## src/codec_i2c_cfg.svh

```systemverilog
`ifndef CODEC_I2C_CFG_SVH
`define CODEC_I2C_CFG_SVH

// Codec address 0x1A shifted left, write bit clear
`define CODEC_DEV_ADDR 8'h34

// Writes in the power-up table
`define INIT_CMD_COUNT 7

// System clocks per half SCL period, even and at least 2
`define SCL_HALF_CYCLES 4

`endif

```

## src/codec_i2c_pkg.sv

```systemverilog
package codec_i2c_pkg;

    // One codec register write, in bus byte order
    typedef struct packed {
        logic [7:0] dev_addr; // 7-bit address plus write bit
        logic [6:0] reg_addr;
        logic [8:0] reg_data; // Bit 8 rides in the second byte
    } i2c_cmd_t;

    // Index into the power-up register table
    typedef logic [2:0] cmd_idx_t;

    // Engine phase, also used to decode the bus pins
    typedef enum logic [2:0] {
        ENG_IDLE  = 3'd0,
        ENG_START = 3'd1,
        ENG_BIT   = 3'd2,
        ENG_ACK   = 3'd3,
        ENG_STOP  = 3'd4
    } eng_state_t;

endpackage

```

## src/codec_i2c_init.sv

```systemverilog
module codec_i2c_init import codec_i2c_pkg::*; (
    input  logic i_clk,
    input  logic i_rst_n,
    input  logic i_start,
    input  logic i_sda_in,
    output logic o_scl,
    output logic o_sda,
    output logic o_sda_oe,
    output logic o_busy,
    output logic o_finished,
    output logic o_error
);

    cmd_idx_t cmd_idx;
    i2c_cmd_t cmd;
    logic     cmd_go;
    logic     xfer_done;
    logic     xfer_nack;
    logic     eng_busy;

    codec_init_sequencer u_seq (
        .i_clk       (i_clk),
        .i_rst_n     (i_rst_n),
        .i_start     (i_start),
        .i_xfer_done (xfer_done),
        .i_xfer_nack (xfer_nack),
        .o_cmd_idx   (cmd_idx),
        .o_cmd_go    (cmd_go),
        .o_busy      (o_busy),
        .o_finished  (o_finished),
        .o_error     (o_error)
    );

    codec_init_rom u_rom (
        .i_idx (cmd_idx),
        .o_cmd (cmd)
    );

    i2c_write_engine u_eng (
        .i_clk       (i_clk),
        .i_rst_n     (i_rst_n),
        .i_cmd_go    (cmd_go),
        .i_cmd       (cmd),
        .i_sda_in    (i_sda_in),
        .o_scl       (o_scl),
        .o_sda       (o_sda),
        .o_sda_oe    (o_sda_oe),
        .o_busy      (eng_busy),
        .o_xfer_done (xfer_done),
        .o_xfer_nack (xfer_nack)
    );

    // Bus activity only inside a sequencer run
    a_eng_in_run: assert property (@(posedge i_clk) disable iff (!i_rst_n)
        eng_busy |-> o_busy);

endmodule

```

## src/codec_init_rom.sv

```systemverilog
`include "codec_i2c_cfg.svh"

module codec_init_rom import codec_i2c_pkg::*; (
    input  cmd_idx_t i_idx,
    output i2c_cmd_t o_cmd
);

    logic [6:0] reg_addr;
    logic [8:0] reg_data;

    always_comb begin
        case (i_idx)
            3'd0: begin
                reg_addr = 7'h0F; // Reset
                reg_data = 9'h000;
            end
            3'd1: begin
                reg_addr = 7'h04; // Analogue path
                reg_data = 9'h015;
            end
            3'd2: begin
                reg_addr = 7'h05; // Digital path
                reg_data = 9'h000;
            end
            3'd3: begin
                reg_addr = 7'h06; // Power down, all on
                reg_data = 9'h000;
            end
            3'd4: begin
                reg_addr = 7'h07; // Interface format
                reg_data = 9'h042;
            end
            3'd5: begin
                reg_addr = 7'h08; // Sampling
                reg_data = 9'h019;
            end
            default: begin
                reg_addr = 7'h09; // Active control
                reg_data = 9'h001;
            end
        endcase
    end

    assign o_cmd = '{dev_addr: `CODEC_DEV_ADDR, reg_addr: reg_addr, reg_data: reg_data};

endmodule

```

## src/codec_init_sequencer.sv

```systemverilog
`include "codec_i2c_cfg.svh"

module codec_init_sequencer import codec_i2c_pkg::*; (
    input  logic     i_clk,
    input  logic     i_rst_n,
    input  logic     i_start,
    input  logic     i_xfer_done,
    input  logic     i_xfer_nack,
    output cmd_idx_t o_cmd_idx,
    output logic     o_cmd_go,
    output logic     o_busy,
    output logic     o_finished,
    output logic     o_error
);

    typedef enum logic [1:0] {
        SEQ_IDLE,
        SEQ_ISSUE,
        SEQ_WAIT
    } seq_state_t;

    seq_state_t state;
    cmd_idx_t   idx;
    logic       finished_r;
    logic       error_r;

    always_ff @(posedge i_clk) begin
        if (!i_rst_n) begin
            state      <= SEQ_IDLE;
            idx        <= '0;
            finished_r <= 1'b0;
            error_r    <= 1'b0;
        end else begin
            case (state)
                SEQ_IDLE: begin
                    if (i_start) begin        // Restart always from entry 0
                        state      <= SEQ_ISSUE;
                        idx        <= '0;
                        finished_r <= 1'b0;
                        error_r    <= 1'b0;
                    end
                end
                SEQ_ISSUE: state <= SEQ_WAIT; // Go lasts this one cycle
                SEQ_WAIT: begin
                    if (i_xfer_done) begin
                        if (i_xfer_nack) begin
                            error_r <= 1'b1;  // Failing index kept
                            state   <= SEQ_IDLE;
                        end else if (idx == cmd_idx_t'(`INIT_CMD_COUNT - 1)) begin
                            finished_r <= 1'b1;
                            state      <= SEQ_IDLE;
                        end else begin
                            idx   <= idx + 1'b1;
                            state <= SEQ_ISSUE;
                        end
                    end
                end
                default: state <= SEQ_IDLE;
            endcase
        end
    end

    assign o_cmd_idx  = idx;
    assign o_cmd_go   = (state == SEQ_ISSUE);
    assign o_busy     = (state != SEQ_IDLE);
    assign o_finished = finished_r;
    assign o_error    = error_r;

    a_one_outcome: assert property (@(posedge i_clk) disable iff (!i_rst_n)
        !(o_finished && o_error));

endmodule

```

## src/i2c_write_engine.sv

```systemverilog
`include "codec_i2c_cfg.svh"

module i2c_write_engine import codec_i2c_pkg::*; (
    input  logic     i_clk,
    input  logic     i_rst_n,
    input  logic     i_cmd_go,
    input  i2c_cmd_t i_cmd,
    input  logic     i_sda_in,
    output logic     o_scl,
    output logic     o_sda,
    output logic     o_sda_oe,
    output logic     o_busy,
    output logic     o_xfer_done,
    output logic     o_xfer_nack
);

    localparam int QTR   = `SCL_HALF_CYCLES / 2;        // Clocks per quarter slot
    localparam int DIV_W = (QTR > 1) ? $clog2(QTR) : 1;

    eng_state_t       state;
    logic [DIV_W-1:0] div_cnt;
    logic             tick;
    logic [2:0]       qtr;      // Quarter within slot, 0..7 for start and stop
    logic [2:0]       last_qtr;
    logic [4:0]       bit_cnt;  // Payload bits already sent
    logic [23:0]      shreg;
    logic             nack_r;
    logic             done_r;

    assign tick     = (div_cnt == DIV_W'(QTR - 1));
    assign last_qtr = (state == ENG_START || state == ENG_STOP) ? 3'd7 : 3'd3;

    always_ff @(posedge i_clk) begin
        if (!i_rst_n) begin
            state   <= ENG_IDLE;
            div_cnt <= '0;
            qtr     <= '0;
            bit_cnt <= '0;
            nack_r  <= 1'b0;
            done_r  <= 1'b0;
        end else begin
            done_r <= 1'b0;
            if (state == ENG_IDLE) begin
                div_cnt <= '0;
                qtr     <= '0;
                if (i_cmd_go) begin
                    state   <= ENG_START;
                    bit_cnt <= '0;
                    nack_r  <= 1'b0;
                end
            end else if (!tick) begin
                div_cnt <= div_cnt + 1'b1;
            end else begin
                div_cnt <= '0;
                qtr     <= qtr + 1'b1;
                if (state == ENG_ACK && qtr == 3'd0)
                    nack_r <= i_sda_in; // Sampled as SCL rises
                if (qtr == last_qtr) begin
                    qtr <= '0;
                    case (state)
                        ENG_START: state <= ENG_BIT;
                        ENG_BIT: begin
                            bit_cnt <= bit_cnt + 1'b1;
                            state   <= (bit_cnt[2:0] == 3'd7) ? ENG_ACK : ENG_BIT;
                        end
                        ENG_ACK: begin
                            // Abort on NACK right after the slot
                            if (nack_r || bit_cnt == 5'd24)
                                state <= ENG_STOP;
                            else
                                state <= ENG_BIT;
                        end
                        ENG_STOP: begin
                            state  <= ENG_IDLE;
                            done_r <= 1'b1;
                        end
                        default: state <= ENG_IDLE;
                    endcase
                end
            end
        end
    end

    // Payload shifter, MSB on the wire
    always_ff @(posedge i_clk) begin
        if (state == ENG_IDLE && i_cmd_go)
            shreg <= i_cmd;
        else if (state == ENG_BIT && tick && qtr == 3'd3)
            shreg <= {shreg[22:0], 1'b0};
    end

    // Bit slot: SDA set in q0, SCL high in q1 and q2, falls in q3
    always_comb begin
        case (state)
            ENG_START: begin
                o_scl    = (qtr != 3'd7);
                o_sda    = (qtr < 3'd4);   // Falls mid phase with SCL high
                o_sda_oe = 1'b1;
            end
            ENG_BIT: begin
                o_scl    = (qtr == 3'd1 || qtr == 3'd2);
                o_sda    = shreg[23];
                o_sda_oe = 1'b1;
            end
            ENG_ACK: begin
                o_scl    = (qtr == 3'd1 || qtr == 3'd2);
                o_sda    = 1'b1;
                o_sda_oe = 1'b0;           // Device drives the slot
            end
            ENG_STOP: begin
                o_scl    = (qtr >= 3'd4);
                o_sda    = (qtr >= 3'd6);  // Rises after SCL is high
                o_sda_oe = 1'b1;
            end
            default: begin
                o_scl    = 1'b1;
                o_sda    = 1'b1;
                o_sda_oe = 1'b0;
            end
        endcase
    end

    assign o_busy      = (state != ENG_IDLE);
    assign o_xfer_done = done_r;
    assign o_xfer_nack = nack_r;

    a_no_go_busy: assert property (@(posedge i_clk) disable iff (!i_rst_n)
        i_cmd_go |-> !o_busy);

    // Bus released mid-transfer only in the slot after a whole byte
    a_oe_release: assert property (@(posedge i_clk) disable iff (!i_rst_n)
        (!o_sda_oe && o_busy) |->
            (state == ENG_ACK && bit_cnt[2:0] == 3'd0 && bit_cnt != 5'd0));

endmodule

```

## config.mk

```make
export PLATFORM = sky130hd
export DESIGN_NAME = codec_i2c_init
export DESIGN_NICKNAME = d
export VERILOG_FILES = /design/src/codec_i2c_pkg.sv /design/src/codec_i2c_init.sv /design/src/codec_init_rom.sv /design/src/codec_init_sequencer.sv /design/src/i2c_write_engine.sv
export VERILOG_INCLUDE_DIRS = /design/src
export SDC_FILE = /design/constraint.sdc
export NUM_CORES = 1
export LEC_CHECK = 0
export BUFFER_PORTS_ARGS = -buffer_cell sky130_fd_sc_hd__buf_2
export CAP_MARGIN = 20
export CORE_MARGIN = 2
export CORE_UTILIZATION = 56
export CTS_BUF_LIST = sky130_fd_sc_hd__clkbuf_16
export DETAILED_ROUTE_END_ITERATION = 6
export GPL_TIMING_DRIVEN = 0
export HOLD_SLACK_MARGIN = 0.03
export PLACE_DENSITY = 0.71
export SLEW_MARGIN = 30
export SYNTH_ARGS = -nofsm -noshare
export SYNTH_HDL_FRONTEND = slang
export SYNTH_SLANG_ARGS = --single-unit
```

## constraint.sdc

```tcl
create_clock -name i_clk -period 2.6 [get_ports i_clk]
set_input_delay 0.52 -clock i_clk [delete_from_list [all_inputs] [get_ports i_clk]]
set_output_delay 0.52 -clock i_clk [all_outputs]
set_load 0.005 [all_outputs]
```

Word level (Yosys, flattened, before mapping) --
Cells that the tools add are included.
Storage, ports and cells: bits in registers 45, logic and storage cells 123
Operators by class: add/sub/neg operators 4, order comparisons 3, eq/ne operators 26, multiplexer cells 44, bitwise gates (word level) 3, reduce and logical (&&, ||, !) cells 31
Operators with widths (count):
- two-way mux 3 bit | 11
- two-way mux 16 bit | 2
- one-hot mux 7 bit (4 select lines) | 1
- two-way mux 5 bit | 5
- one-hot mux 4 bit (6 select lines) | 1
- equality test 3 x 2 -> 1 bit, second input constant | 6
- equality test 3 bit, second input constant | 5
- two-way mux 1 bit | 14
- nonzero test 2 bit | 7
- AND reduction 5 bit | 2
- equality test 3 x 1 -> 1 bit, second input constant | 3
- logical NOT 3 bit | 3
- one-hot mux 3 bit (3 select lines) | 1
- OR reduction 3 bit | 3
- inequality test 2 x 1 -> 1 bit, second input constant | 4
- AND reduction 4 bit | 2
- adder 3 x 1 -> 3 bit, second input constant | 2
- greater-or-equal comparator 3 bit, second input constant | 2
- two-way mux 2 bit | 3
- inequality test 2 bit, second input constant | 3
- one-hot mux 1 bit (3 select lines) | 2
- one-hot mux 2 bit (3 select lines) | 1
- one-hot mux 3 bit (2 select lines) | 1
- AND reduction 3 bit | 2
- 16 further kinds | 25

Longest topological paths before layout --
Gate-level depths: netlist of run 1.
depth in word-level cells 7, gate-level depth with buffers 7, gate-level depth less buffers 6

Modules after synthesis --
From an unflattened synthesis of run 1, not the netlist that was laid out.
Unflattened totals: cells, all modules 239, area total of the unflattened synthesis 2533.7 um^2
By module, submodules not included:
- i2c_write_engine | times used 1, cells each 169, area each 1963.1 um^2
- codec_init_sequencer | times used 1, cells each 40, area each 375.4 um^2
- codec_init_rom | times used 1, cells each 30, area each 195.2 um^2

Worst setup path after synthesis of run 1 --
No wires, ideal clock.
path type register -> register, start register u_eng.qtr[0], end register u_eng.shreg[0] (enable), arrival 1516 ps, required time 2228 ps, slack 713 ps, stages on the path, launching flop included 5, buffers on the path 0, clock period less this slack 1887 ps, path through dfxtp_1 -> ha_1 -> ha_1 -> nand4_1 -> nand2_1
Between the ends: cells in the longest elaborated chain, start to end 3
RTL lines:
- start: declaration | line i2c_write_engine.sv:23 | logic [2:0] qtr;
- start signal: assignment | line i2c_write_engine.sv:55 | qtr <= qtr + 1'b1;
- equality test 3 x 2 -> 1 bit | line i2c_write_engine.sv:88 | else if (state == ENG_BIT && tick && qtr == 3'd3)
- logical AND 1 bit | line i2c_write_engine.sv:88
- nonzero test 2 bit (no line)
- end signal: assignment | line i2c_write_engine.sv:87 | shreg <= i_cmd;
- end signal: assignment | line i2c_write_engine.sv:89 | shreg <= {shreg[22:0], 1'b0};
- end: declaration | line i2c_write_engine.sv:26 | logic [23:0] shreg;
No other way between the ends. A chain may end at the register's enable or synchronous reset.

Worst setup path after layout of run 1 --
start register u_eng.qtr[0], end register u_eng.shreg[2] (enable)
The elaborated chain is that of the path after synthesis.

==> results of run 1 <==
## worst max-delay path by stage
stage | endpoint | cells after the start | start
after floorplan | u_eng.shreg[0] | 4 | u_eng.qtr[0]
after global placement | u_eng.shreg[2] | 4 | u_eng.qtr[0]
final | u_eng.shreg[2] | 4 | u_eng.qtr[0]
after CTS | u_eng.shreg[0] | 4 | u_eng.qtr[0]
after detailed placement | u_eng.shreg[2] | 4 | u_eng.qtr[0]
after global routing | u_eng.shreg[2] | 4 | u_eng.qtr[0]
## synthesized netlist by cell type, drive strengths merged, types with 2 or more instances
master,n,share of area
nor2b,5,0.014
a31oi,3,0.0077
mux2i,10,0.041
nor4,2,0.0051
nor3,2,0.0087
and4b,2,0.0082
dfxtp,29,0.24
ha,15,0.077
o21ai,11,0.024
and3,2,0.0051
edfxtp,16,0.20
or2,2,0.0051
clkbuf,2,0.0072
inv,11,0.017
a21oi,13,0.030
and2,9,0.025
a21o,5,0.015
xnor2,3,0.019
and4,2,0.0072
nor2,22,0.037
buf,10,0.031
nand2,40,0.063
o31ai,6,0.024
nand2b,4,0.010
a211oi,2,0.0082
nand3,9,0.018
## metrics by stage
stage / hold slack [ps] / cells / cell area, µm²
5_1_grt: 489 / 319 / 2680
3_3_place_gp: 444 / 311 / 2540
3_5_place_dp: 448 / 311 / 2540
2_1_floorplan: 427 / 252 / 2430
4_1_cts: 458 / 319 / 2680
6_report: 460 / 319 / 2680
## power breakdown
group	switching (µW)	internal [µW]	total (µW)	leakage, µW
clock	256	349	605	0.0000748
combinational	83.5	54.1	138	0.000606
sequential	8.32	755	763	0.000381
total	348	1160	1510	0.00106
## final cells by class
cell class / count / area (µm²)
Clock inverter: 3 / 13.8
Timing Repair Buffer: 9 / 45.0
Tap cell: 50 / 62.6
Sequential cell: 45 / 1060
Clock buffer: 5 / 125
Inverter: 12 / 45.0
Fill cell: 359 / 1410
Buffer: 12 / 93.8
Multi-Input combinational cell: 183 / 1230
## critical path: stages (launching register included)
cell and delay [ps]:
sky130_fd_sc_hd__dfxtp_1 420, sky130_fd_sc_hd__ha_1 310, sky130_fd_sc_hd__ha_1 200, sky130_fd_sc_hd__nand4_1 360
sky130_fd_sc_hd__nand2_1 670
## metal layers
| layer | share of wire | vias up | track usage |
|---|---|---|---|
| met5 | 0 | - | 0 |
| met4 | 0.013 | 0 | 0.0598 |
| met3 | 0.044 | 7 | 0.0491 |
| met2 | 0.45 | 34 | 0.312 |
| met1 | 0.49 | 838 | 0.304 |
| li1 | - | 918 | - |
## sequential cells by signal (all words and copies together), names as in the netlist
name / flops
u_seq.state: 2
u_seq.o_finished: 1
u_seq.o_error: 1
u_eng.div_cnt: 1
u_eng.qtr: 3
u_seq.o_cmd_idx: 3
u_eng.state: 3
u_eng.o_xfer_nack: 1
u_eng.shreg: 24
u_eng.o_xfer_done: 1
u_eng.bit_cnt: 5
## cell families (layout without fill, tap and decap cells)
kind of cell	count (synthesis)	count (layout)
buffers and inverters	24	41
AOI/OAI and AO/OA	51	51
xor gates and xnor gates	3	3
muxes	10	10
DFF	45	45
and+or+nand+nor	104	104
adders and majority gates	15	15
==> impl_metrics.py, run 1 <==
metrics = {
    "status": {
        "status": "completed",
    },
    "synth": {
        "synthMuxAreaShare": 0.0411,
        "ys_seq_area_frac": 0.436,
        "synth-seq-cells": 45,
        "synthesis.area_per_instance_um2": 9.66,
        "synth_warnings": 0,
        "synth_fp_nets": 271,
        "post_synth_fa_ha_maj_area_fraction": 0.0771,
        "synth_top_family_by_area": "simple AND/OR/NAND/NOR gates",
        "ys_async_sr_fraction": 0,
        "synth_simple_gate_area_share": 0.215,
        "synth_xor_area_frac": 0.0185,
        "distinct_cells_synth": 55,
        "synth_ff_type": "sky130_fd_sc_hd__dfxtp_1",
        "netlist_instances": 252,
        "synth_compound_gate_area_share": 0.156,
        "synth_enable_flop_cells": 16,
        "mappedNetlistArea_um2": 2430,
    },
    "place": {
        "io_buffers": 9,
        "routabilityCongestion": 0.791,
        "dp_slack_ps": 297,
        "dp.final_hpwl_um": 3230,
    },
    "sta": {
        "number_of_hold_slack_violations_in_the_final_timing_report": 0,
        "report.final.slew_viol_count": 0,
        "max_clock_freq_ghz": 0.428,
        "setup_viol": 0,
        "remaining_max_slew_budget_at_the_tightest_pin": 0.558,
        "worst_slew_pin_tran_ps": 661,
        "finClkSkew_ps": 4.76,
        "layout_min_cycle_time_ps": 2330,
        "period_share": 0.898,
        "setup_ws_ps": 265,
        "finalSetupTns_ps": 0,
        "setup_repair_after_global_routing_missed_its_margin": "no",
    },
    "cells_and_area": {
        "fin_nets": 287,
        "flow.area_growth_from_synthesis_pct": 10.1,
        "n_antenna_cell": 0,
        "final_cell_mix": "39 x sky130_fd_sc_hd__nand2_1, 29 x sky130_fd_sc_hd__dfxtp_1, 21 x sky130_fd_sc_hd__nor2_1",
        "final_common_cell": "sky130_fd_sc_hd__nand2_1",
        "post-route-util": 0.656,
        "post_route_cells_drive_above_1_share": 0.171,
    },
    "route": {
        "detail_route.wl_per_cell_um": 14.5,
        "via_count": 1797,
        "wirelength_um": 4630,
        "vias_per_cell": 5.63,
        "drtAntennaViolNets": 0,
        "detail_route.drc_violations": 0,
        "drt_iter0_drc": 146,
        "drt_pass1_iterations": 4,
    },
    "global_route": {
        "first_global_vias": 1700,
        "gr-total-overflow": 0,
        "grt_util_all_layers": 0.210,
        "pin_count_of_the_biggest_net_entering_global_routing": 17,
        "antenna_violations_before_repair": 0,
        "grt_first_pass_wirelength_um": 8250,
    },
    "clocking": {
        "clock_tree.buffer_depth": 2,
        "clock_tree.root_cell": "sky130_fd_sc_hd__clkbuf_16",
        "post_cts_hold_buffer_count": 0,
        "clock_tree.htree_level_count": 2,
        "tritoncts": "yes",
        "path_clk_slew_ps": 60,
        "clkSinkCount": 45,
        "number_of_buffers_inserted_to_repair_setup_after_cts": 0,
        "ctsResizeCount": 0,
        "clk-insertion-delay-late_ps": 280,
        "cts_made_buffers": 5,
    },
    "die": {
        "starting_density_of_the_core": 0.596,
        "fp-row-count": 23,
        "core_area_um2": 4090,
        "die_height_um": 69.9,
        "die-width_um": 69.9,
        "io_pins": 10,
        "die_area_um2": 4890,
    },
    "critical_path": {
        "worstReg2RegStart": "u_eng.qtr[0]",
        "critPathMaxFanout": 16,
        "worstPathRequired_ps": 2520,
        "reg2reg_to": "u_eng.shreg[2]",
        "critical_path_arrival_ps": 2250,
        "worst-r2r-cell-count": 4,
        "worst_setup_ep_type": "register",
        "startpoint_type": "register",
        "criticalPathCategory": "register to register",
        "timing.reg2reg.setup_slack_ps": 270,
    },
    "worst_hold_path": {
        "worst_hold_stages": 2,
        "timing.hold.worst_endpoint": "u_eng.shreg[19]",
        "min-delay-path-class": "register to register",
        "hold_start": "u_eng.shreg[18]",
    },
    "flow_run": {
        "max_cap_violations": 0,
    },
    "pwr": {
        "power-per-cell-area_nw_per_um2": 561,
        "ir_drop_uv": 305,
        "power_uw": 1510,
        "cellLeakagePower_uw": 0.00106,
    },
}
Note: power is estimated with default switching activity, not from simulation.
==> run 2, diff against run 1 <==
--- a/config.mk
+++ b/config.mk
@@ -6,7 +6,7 @@
 export SDC_FILE = /design/constraint.sdc
 export NUM_CORES = 1
 export LEC_CHECK = 0
-export BUFFER_PORTS_ARGS = -buffer_cell sky130_fd_sc_hd__buf_2
+export BUFFER_PORTS_ARGS = -buffer_cell sky130_fd_sc_hd__buf_4
 export CAP_MARGIN = 20
 export CORE_MARGIN = 2
 export CORE_UTILIZATION = 56
==> run 2 against run 1 <==
  * Combinational power barely moved
  * Sequential share of layout area shrank 0.40 points
  * Count of clock-buffer cells in the layout did not move
  * Fmax rose by 1.7%
  * Power up 0.50%
  * Setup slack improved by 40 ps
  * Critical path type unchanged
  * Critical endpoint is now u_eng.shreg[7]
  * Non-clock buffer count unchanged
  * Critical path depth did not move
  * Global-route usage shrank 1.2 points
  * Die area is the same
  * Clock skew increased by 0.85 ps
==> impl_metrics.py, run 2 (synthesized netlist as in run 1, its figures left out) <==
metrics = {
    "place": {
        "io_buffers": 9,
        "dp.final_hpwl_um": 3190,
        "routabilityCongestion": 0.761,
        "dp.cells": 311,
    },
    "global_route": {
        "antenna_violations_before_repair": 0,
        "first_global_vias": 1662,
        "gr-total-overflow": 0,
        "pin_count_of_the_biggest_net_entering_global_routing": 17,
        "grt_util_all_layers": 0.198,
        "grt_first_pass_wirelength_um": 7770,
    },
    "pwr": {
        "power_uw": 1510,
        "power-per-cell-area_nw_per_um2": 558,
        "cellLeakagePower_uw": 0.00106,
        "ir_drop_uv": 300,
    },
    "sta": {
        "setup_repair_after_global_routing_missed_its_margin": "no",
        "setup_viol": 0,
        "worst_slew_pin_tran_ps": 648,
        "number_of_hold_slack_violations_in_the_final_timing_report": 0,
        "period_share": 0.883,
        "remaining_max_slew_budget_at_the_tightest_pin": 0.567,
        "max_clock_freq_ghz": 0.436,
        "finClkSkew_ps": 5.62,
        "layout_min_cycle_time_ps": 2300,
        "finalSetupTns_ps": 0,
        "report.final.slew_viol_count": 0,
        "hold-worst-slack_ps": 455,
    },
    "clocking": {
        "tritoncts": "yes",
        "clkSinkCount": 45,
        "number_of_buffers_inserted_to_repair_setup_after_cts": 0,
        "clock_tree.buffer_depth": 2,
        "ctsResizeCount": 0,
        "clock_tree.htree_level_count": 2,
        "cts_made_buffers": 5,
        "clock_tree.root_cell": "sky130_fd_sc_hd__clkbuf_16",
        "post_cts_hold_buffer_count": 0,
        "path_clk_slew_ps": 60,
        "clk-insertion-delay-late_ps": 280,
    },
    "critical_path": {
        "critPathMaxFanout": 16,
        "critical-path-max-stage-delay_ps": 640,
        "worstReg2RegStart": "u_eng.qtr[0]",
        "reg2reg_to": "u_eng.shreg[7]",
        "startpoint_type": "register",
        "crit_path_cell_trace": "ha_1 -> ha_1 -> nand4_1 -> nand2_1",
        "worst_setup_ep_type": "register",
        "worst-r2r-cell-count": 4,
        "critical_path_arrival_ps": 2210,
        "criticalPathCategory": "register to register",
        "cp_common_cell": "sky130_fd_sc_hd__ha_1",
        "worstPathRequired_ps": 2520,
        "crit_path_top_delay_cell": "sky130_fd_sc_hd__nand2_1",
        "timing.reg2reg.setup_slack_ps": 300,
    },
    "route": {
        "detail_route.drc_violations": 0,
        "drtAntennaViolNets": 0,
        "via_count": 1785,
        "drt_pass1_iterations": 4,
        "wirelength_um": 4410,
        "vias_per_cell": 5.60,
        "detail_route.wl_per_cell_um": 13.8,
        "drt_iter0_drc": 98,
    },
    "die": {
        "die_height_um": 69.9,
        "die-width_um": 69.9,
        "die_area_um2": 4890,
        "starting_density_of_the_core": 0.596,
        "core_area_um2": 4090,
        "fp-row-count": 23,
        "io_pins": 10,
    },
    "flow_run": {
        "max_cap_violations": 0,
    },
    "worst_hold_path": {
        "min-delay-path-class": "register to register",
        "worst_hold_stages": 2,
        "timing.hold.worst_endpoint": "u_eng.shreg[19]",
        "hold_start": "u_eng.shreg[18]",
    },
    "cells_and_area": {
        "layout.area.seq_um2": 1060,
        "flow.area_growth_from_synthesis_pct": 11.3,
        "post_route_cells_drive_above_1_share": 0.171,
        "reg.largest.list": "u_eng.shreg x24, u_eng.bit_cnt x5",
        "final_common_cell": "sky130_fd_sc_hd__nand2_1",
        "n_antenna_cell": 0,
        "max_flop_register": "u_eng.shreg",
        "final.fill_count": 355,
        "fin_nets": 287,
        "multiInputGateArea_um2": 1230,
        "final_cell_mix": "39 x sky130_fd_sc_hd__nand2_1, 29 x sky130_fd_sc_hd__dfxtp_1, 21 x sky130_fd_sc_hd__nor2_1",
        "fin_cells": 319,
        "largest_reg_flops": 24,
        "post-route-util": 0.663,
    },
    "status": {
        "status": "completed",
    },
}
run 2: changes by cell type in the layout (fill, tap and decap cells not counted), sizes merged:
cell      delta
clkinvlp     +2
clkinv       -2
run 2: how the worst max path moves through the flow:
stage,start,to,slack [ps],depth (start not counted)
after floorplan,u_eng.qtr[0],u_eng.shreg[0],710,4
after global placement,u_eng.qtr[0],u_eng.shreg[5],310,4
after detailed placement,u_eng.qtr[0],u_eng.shreg[0],290,4
after CTS,u_eng.qtr[0],u_eng.shreg[5],270,4
after global routing,u_eng.qtr[0],u_eng.shreg[14],90,4
final,u_eng.qtr[0],u_eng.shreg[7],300,4
run 2: critical path, delay by kind of cell, from the launching register on:
kind | cells | cell delay [ps]
simple gates | 2 | 970
flops | 1 | 420
fa+ha+maj | 2 | 540
run 2: layout make-up:
class                      instances  share of cell area
inverter                          12              0.0166
buffer                            12              0.0346
timing repair buffer               9              0.0249
multi-input combinational        183               0.456
clock inverter                     3             0.00693
tap                               50              0.0231
clock buffer                       5              0.0462
sequential                        45               0.392
run 2: power breakdown:
part	switching [µW]	internal (µW)	leakage (µW)	total [µW]
registers	8.40	755	0.000381	763
logic	82.7	57.1	0.000613	140
clock network	258	352	0.0000672	610
run 2: metal layers:
layer	GRT usage	up-vias	wire length, µm
li1	-	919	-
met4	0.0641	0	26
met1	0.285	841	2230
met3	0.0433	2	134
met5	0	-	0
met2	0.296	23	2010
run 2: per-stage QoR:
step | cell area, µm² | setup WS, ps
floorplan | 2430 | 713
global placement | 2560 | 305
detailed placement | 2560 | 290
CTS | 2710 | 271
global route | 2710 | 90.0
finish | 2710 | 305
==> run 3, diff against run 2 <==
--- a/config.mk
+++ b/config.mk
@@ -14,7 +14,7 @@
 export DETAILED_ROUTE_END_ITERATION = 6
 export GPL_TIMING_DRIVEN = 0
 export HOLD_SLACK_MARGIN = 0.03
-export PLACE_DENSITY = 0.71
+export PLACE_DENSITY = 0.73
 export SLEW_MARGIN = 30
 export SYNTH_ARGS = -nofsm -noshare
 export SYNTH_HDL_FRONTEND = slang
==> run 3 against run 2 <==
  * Combinational power about the same
  * Setup slack improved by 24 ps
  * Final cell count unchanged
  * Clock skew decreased by 2.0 ps
  * Highest routed layer unchanged
  * Power increased by 13%
  * First-iteration DRC count increased by 29%
  * Critical endpoint is now u_eng.shreg[6]
  * Sequential power about the same
==> impl_metrics.py, run 3 (synthesized netlist as in run 1, its figures left out) <==
metrics = {
    "route": {
        "detail_route.wl_per_cell_um": 13.9,
        "vias_per_cell": 5.57,
        "drt_pass1_iterations": 4,
        "drtAntennaViolNets": 0,
        "drt_iter0_drc": 126,
        "via_count": 1776,
        "wirelength_um": 4450,
        "detail_route.drc_violations": 0,
    },
    "clocking": {
        "cts_made_buffers": 5,
        "tritoncts": "yes",
        "clock_tree.htree_level_count": 2,
        "clock_tree.buffer_depth": 2,
        "post_cts_hold_buffer_count": 0,
        "clk-insertion-delay-late_ps": 280,
        "path_clk_slew_ps": 60,
        "clkSinkCount": 45,
        "ctsResizeCount": 0,
        "number_of_buffers_inserted_to_repair_setup_after_cts": 0,
        "clock_tree.root_cell": "sky130_fd_sc_hd__clkbuf_16",
    },
    "flow_run": {
        "max_cap_violations": 0,
    },
    "critical_path": {
        "critical_path_arrival_ps": 2190,
        "cp_common_cell": "sky130_fd_sc_hd__ha_1",
        "critPathMaxFanout": 16,
        "startpoint_type": "register",
        "crit_path_cell_trace": "ha_1 -> ha_1 -> nand4_1 -> nand2_1",
        "critical-path-max-stage-delay_ps": 630,
        "cp_top_family": "simple AND/OR/NAND/NOR gates",
        "criticalPathCategory": "register to register",
        "worstPathRequired_ps": 2520,
        "critPathBufInv": 0,
        "crit_path_top_delay_cell": "sky130_fd_sc_hd__nand2_1",
        "worst_setup_ep_type": "register",
    },
    "sta": {
        "setup_viol": 0,
        "remaining_max_slew_budget_at_the_tightest_pin": 0.570,
        "max_clock_freq_ghz": 0.440,
        "worst_slew_pin_tran_ps": 644,
        "setup_ws_ps": 329,
        "setup_repair_after_global_routing_missed_its_margin": "no",
        "finalSetupTns_ps": 0,
        "report.final.slew_viol_count": 0,
        "finClkSkew_ps": 3.65,
        "number_of_hold_slack_violations_in_the_final_timing_report": 0,
        "layout_min_cycle_time_ps": 2270,
        "period_share": 0.873,
    },
    "place": {
        "dp_slack_ps": 358,
        "routabilityCongestion": 0.792,
        "dp.cells": 311,
        "io_buffers": 9,
        "dp.final_hpwl_um": 3230,
        "postPlaceCellArea_um2": 2560,
    },
    "pwr": {
        "power-per-cell-area_nw_per_um2": 622,
        "ir_drop_uv": 399,
        "cellLeakagePower_uw": 0.00109,
    },
    "global_route": {
        "pin_count_of_the_biggest_net_entering_global_routing": 17,
        "antenna_violations_before_repair": 0,
        "grt_first_pass_wirelength_um": 8070,
        "gr_met1_demand_resource": 0.284,
        "grtUsageMet2": 0.325,
        "grtUsageMet3": 0.0433,
        "busiest_layer": "met2",
        "grt_util_all_layers": 0.204,
        "first_global_vias": 1736,
        "gr-total-overflow": 0,
    },
    "die": {
        "fp-row-count": 23,
        "die_height_um": 69.9,
        "die-width_um": 69.9,
        "core_area_um2": 4090,
        "die_area_um2": 4890,
        "starting_density_of_the_core": 0.596,
        "io_pins": 10,
    },
    "cells_and_area": {
        "final_common_cell": "sky130_fd_sc_hd__nand2_1",
        "flow.area_growth_from_synthesis_pct": 13.3,
        "fin_nets": 287,
        "finalInstanceArea_um2": 2760,
        "reg.largest.list": "u_eng.shreg x24, u_eng.bit_cnt x5",
        "largest_reg_flops": 24,
        "n_antenna_cell": 0,
        "fin_cells": 319,
        "post_route_cells_drive_above_1_share": 0.175,
        "final.fill_count": 343,
        "max_flop_register": "u_eng.shreg",
        "final_cell_mix": "39 x sky130_fd_sc_hd__nand2_1, 29 x sky130_fd_sc_hd__dfxtp_1, 21 x sky130_fd_sc_hd__nor2_1",
    },
    "status": {
        "status": "completed",
    },
    "worst_hold_path": {
        "min-delay-path-class": "register to register",
    },
}
-- run 3: cell types whose count changed in the layout (fill, tap and decap cells not counted) --
cell,before,now
sky130_fd_sc_hd__bufinv_16,0,2
sky130_fd_sc_hd__clkinvlp_4,2,0
sky130_fd_sc_hd__inv_1,12,11
sky130_fd_sc_hd__inv_6,0,1
-- run 3: final cells by class --
type,count,area [µm²],share of cell area
Clock inverter,3,68.8,0.0249
Clock buffer,5,125,0.0454
Inverter,12,45.0,0.0163
Tap cell,50,62.6,0.0227
Timing Repair Buffer,9,67.6,0.0245
Buffer,12,93.8,0.0340
Multi-Input combinational cell,183,1230,0.448
Sequential cell,45,1060,0.385
-- run 3: report_power, final --
part           switching [µW]  total (µW)  internal (µW)
Clock                     262         815            554
Sequential               8.24         763            754
Combinational            81.9         139           57.1
Total                     352        1720           1370
-- run 3: stage by stage --
stage          hold slack (ps)   util  total power [µW]
2_1_floorplan              427      -               881
3_3_place_gp               439  0.628               916
3_5_place_dp               448  0.628               918
4_1_cts                    457  0.675              1730
5_1_grt                    487  0.675              1770
6_report                   455  0.675              1720
-- run 3: worst min-delay path: cells and delay by family, from the launching register on --
kind,cells,cell delay [ps]
flops,1,310
simple gates,1,50
compound gates,1,50
-- run 3: path summary, 6_finish.rpt --
check / cells past startpoint / start / slack [ps] / to
setup reg to reg: 4 / u_eng.qtr[0] / 330 / u_eng.shreg[6]
setup / recovery: 4 / u_eng.qtr[0] / 330 / u_eng.shreg[6]
hold / removal: 2 / u_eng.shreg[18] / 450 / u_eng.shreg[19]
hold reg to reg: 2 / u_eng.shreg[18] / 450 / u_eng.shreg[19]
-- run 3: routing by layer --
metal	up-vias	wire, µm
met1	827	2230
met3	5	112
li1	922	-
met5	-	0
met2	22	2060
met4	0	42
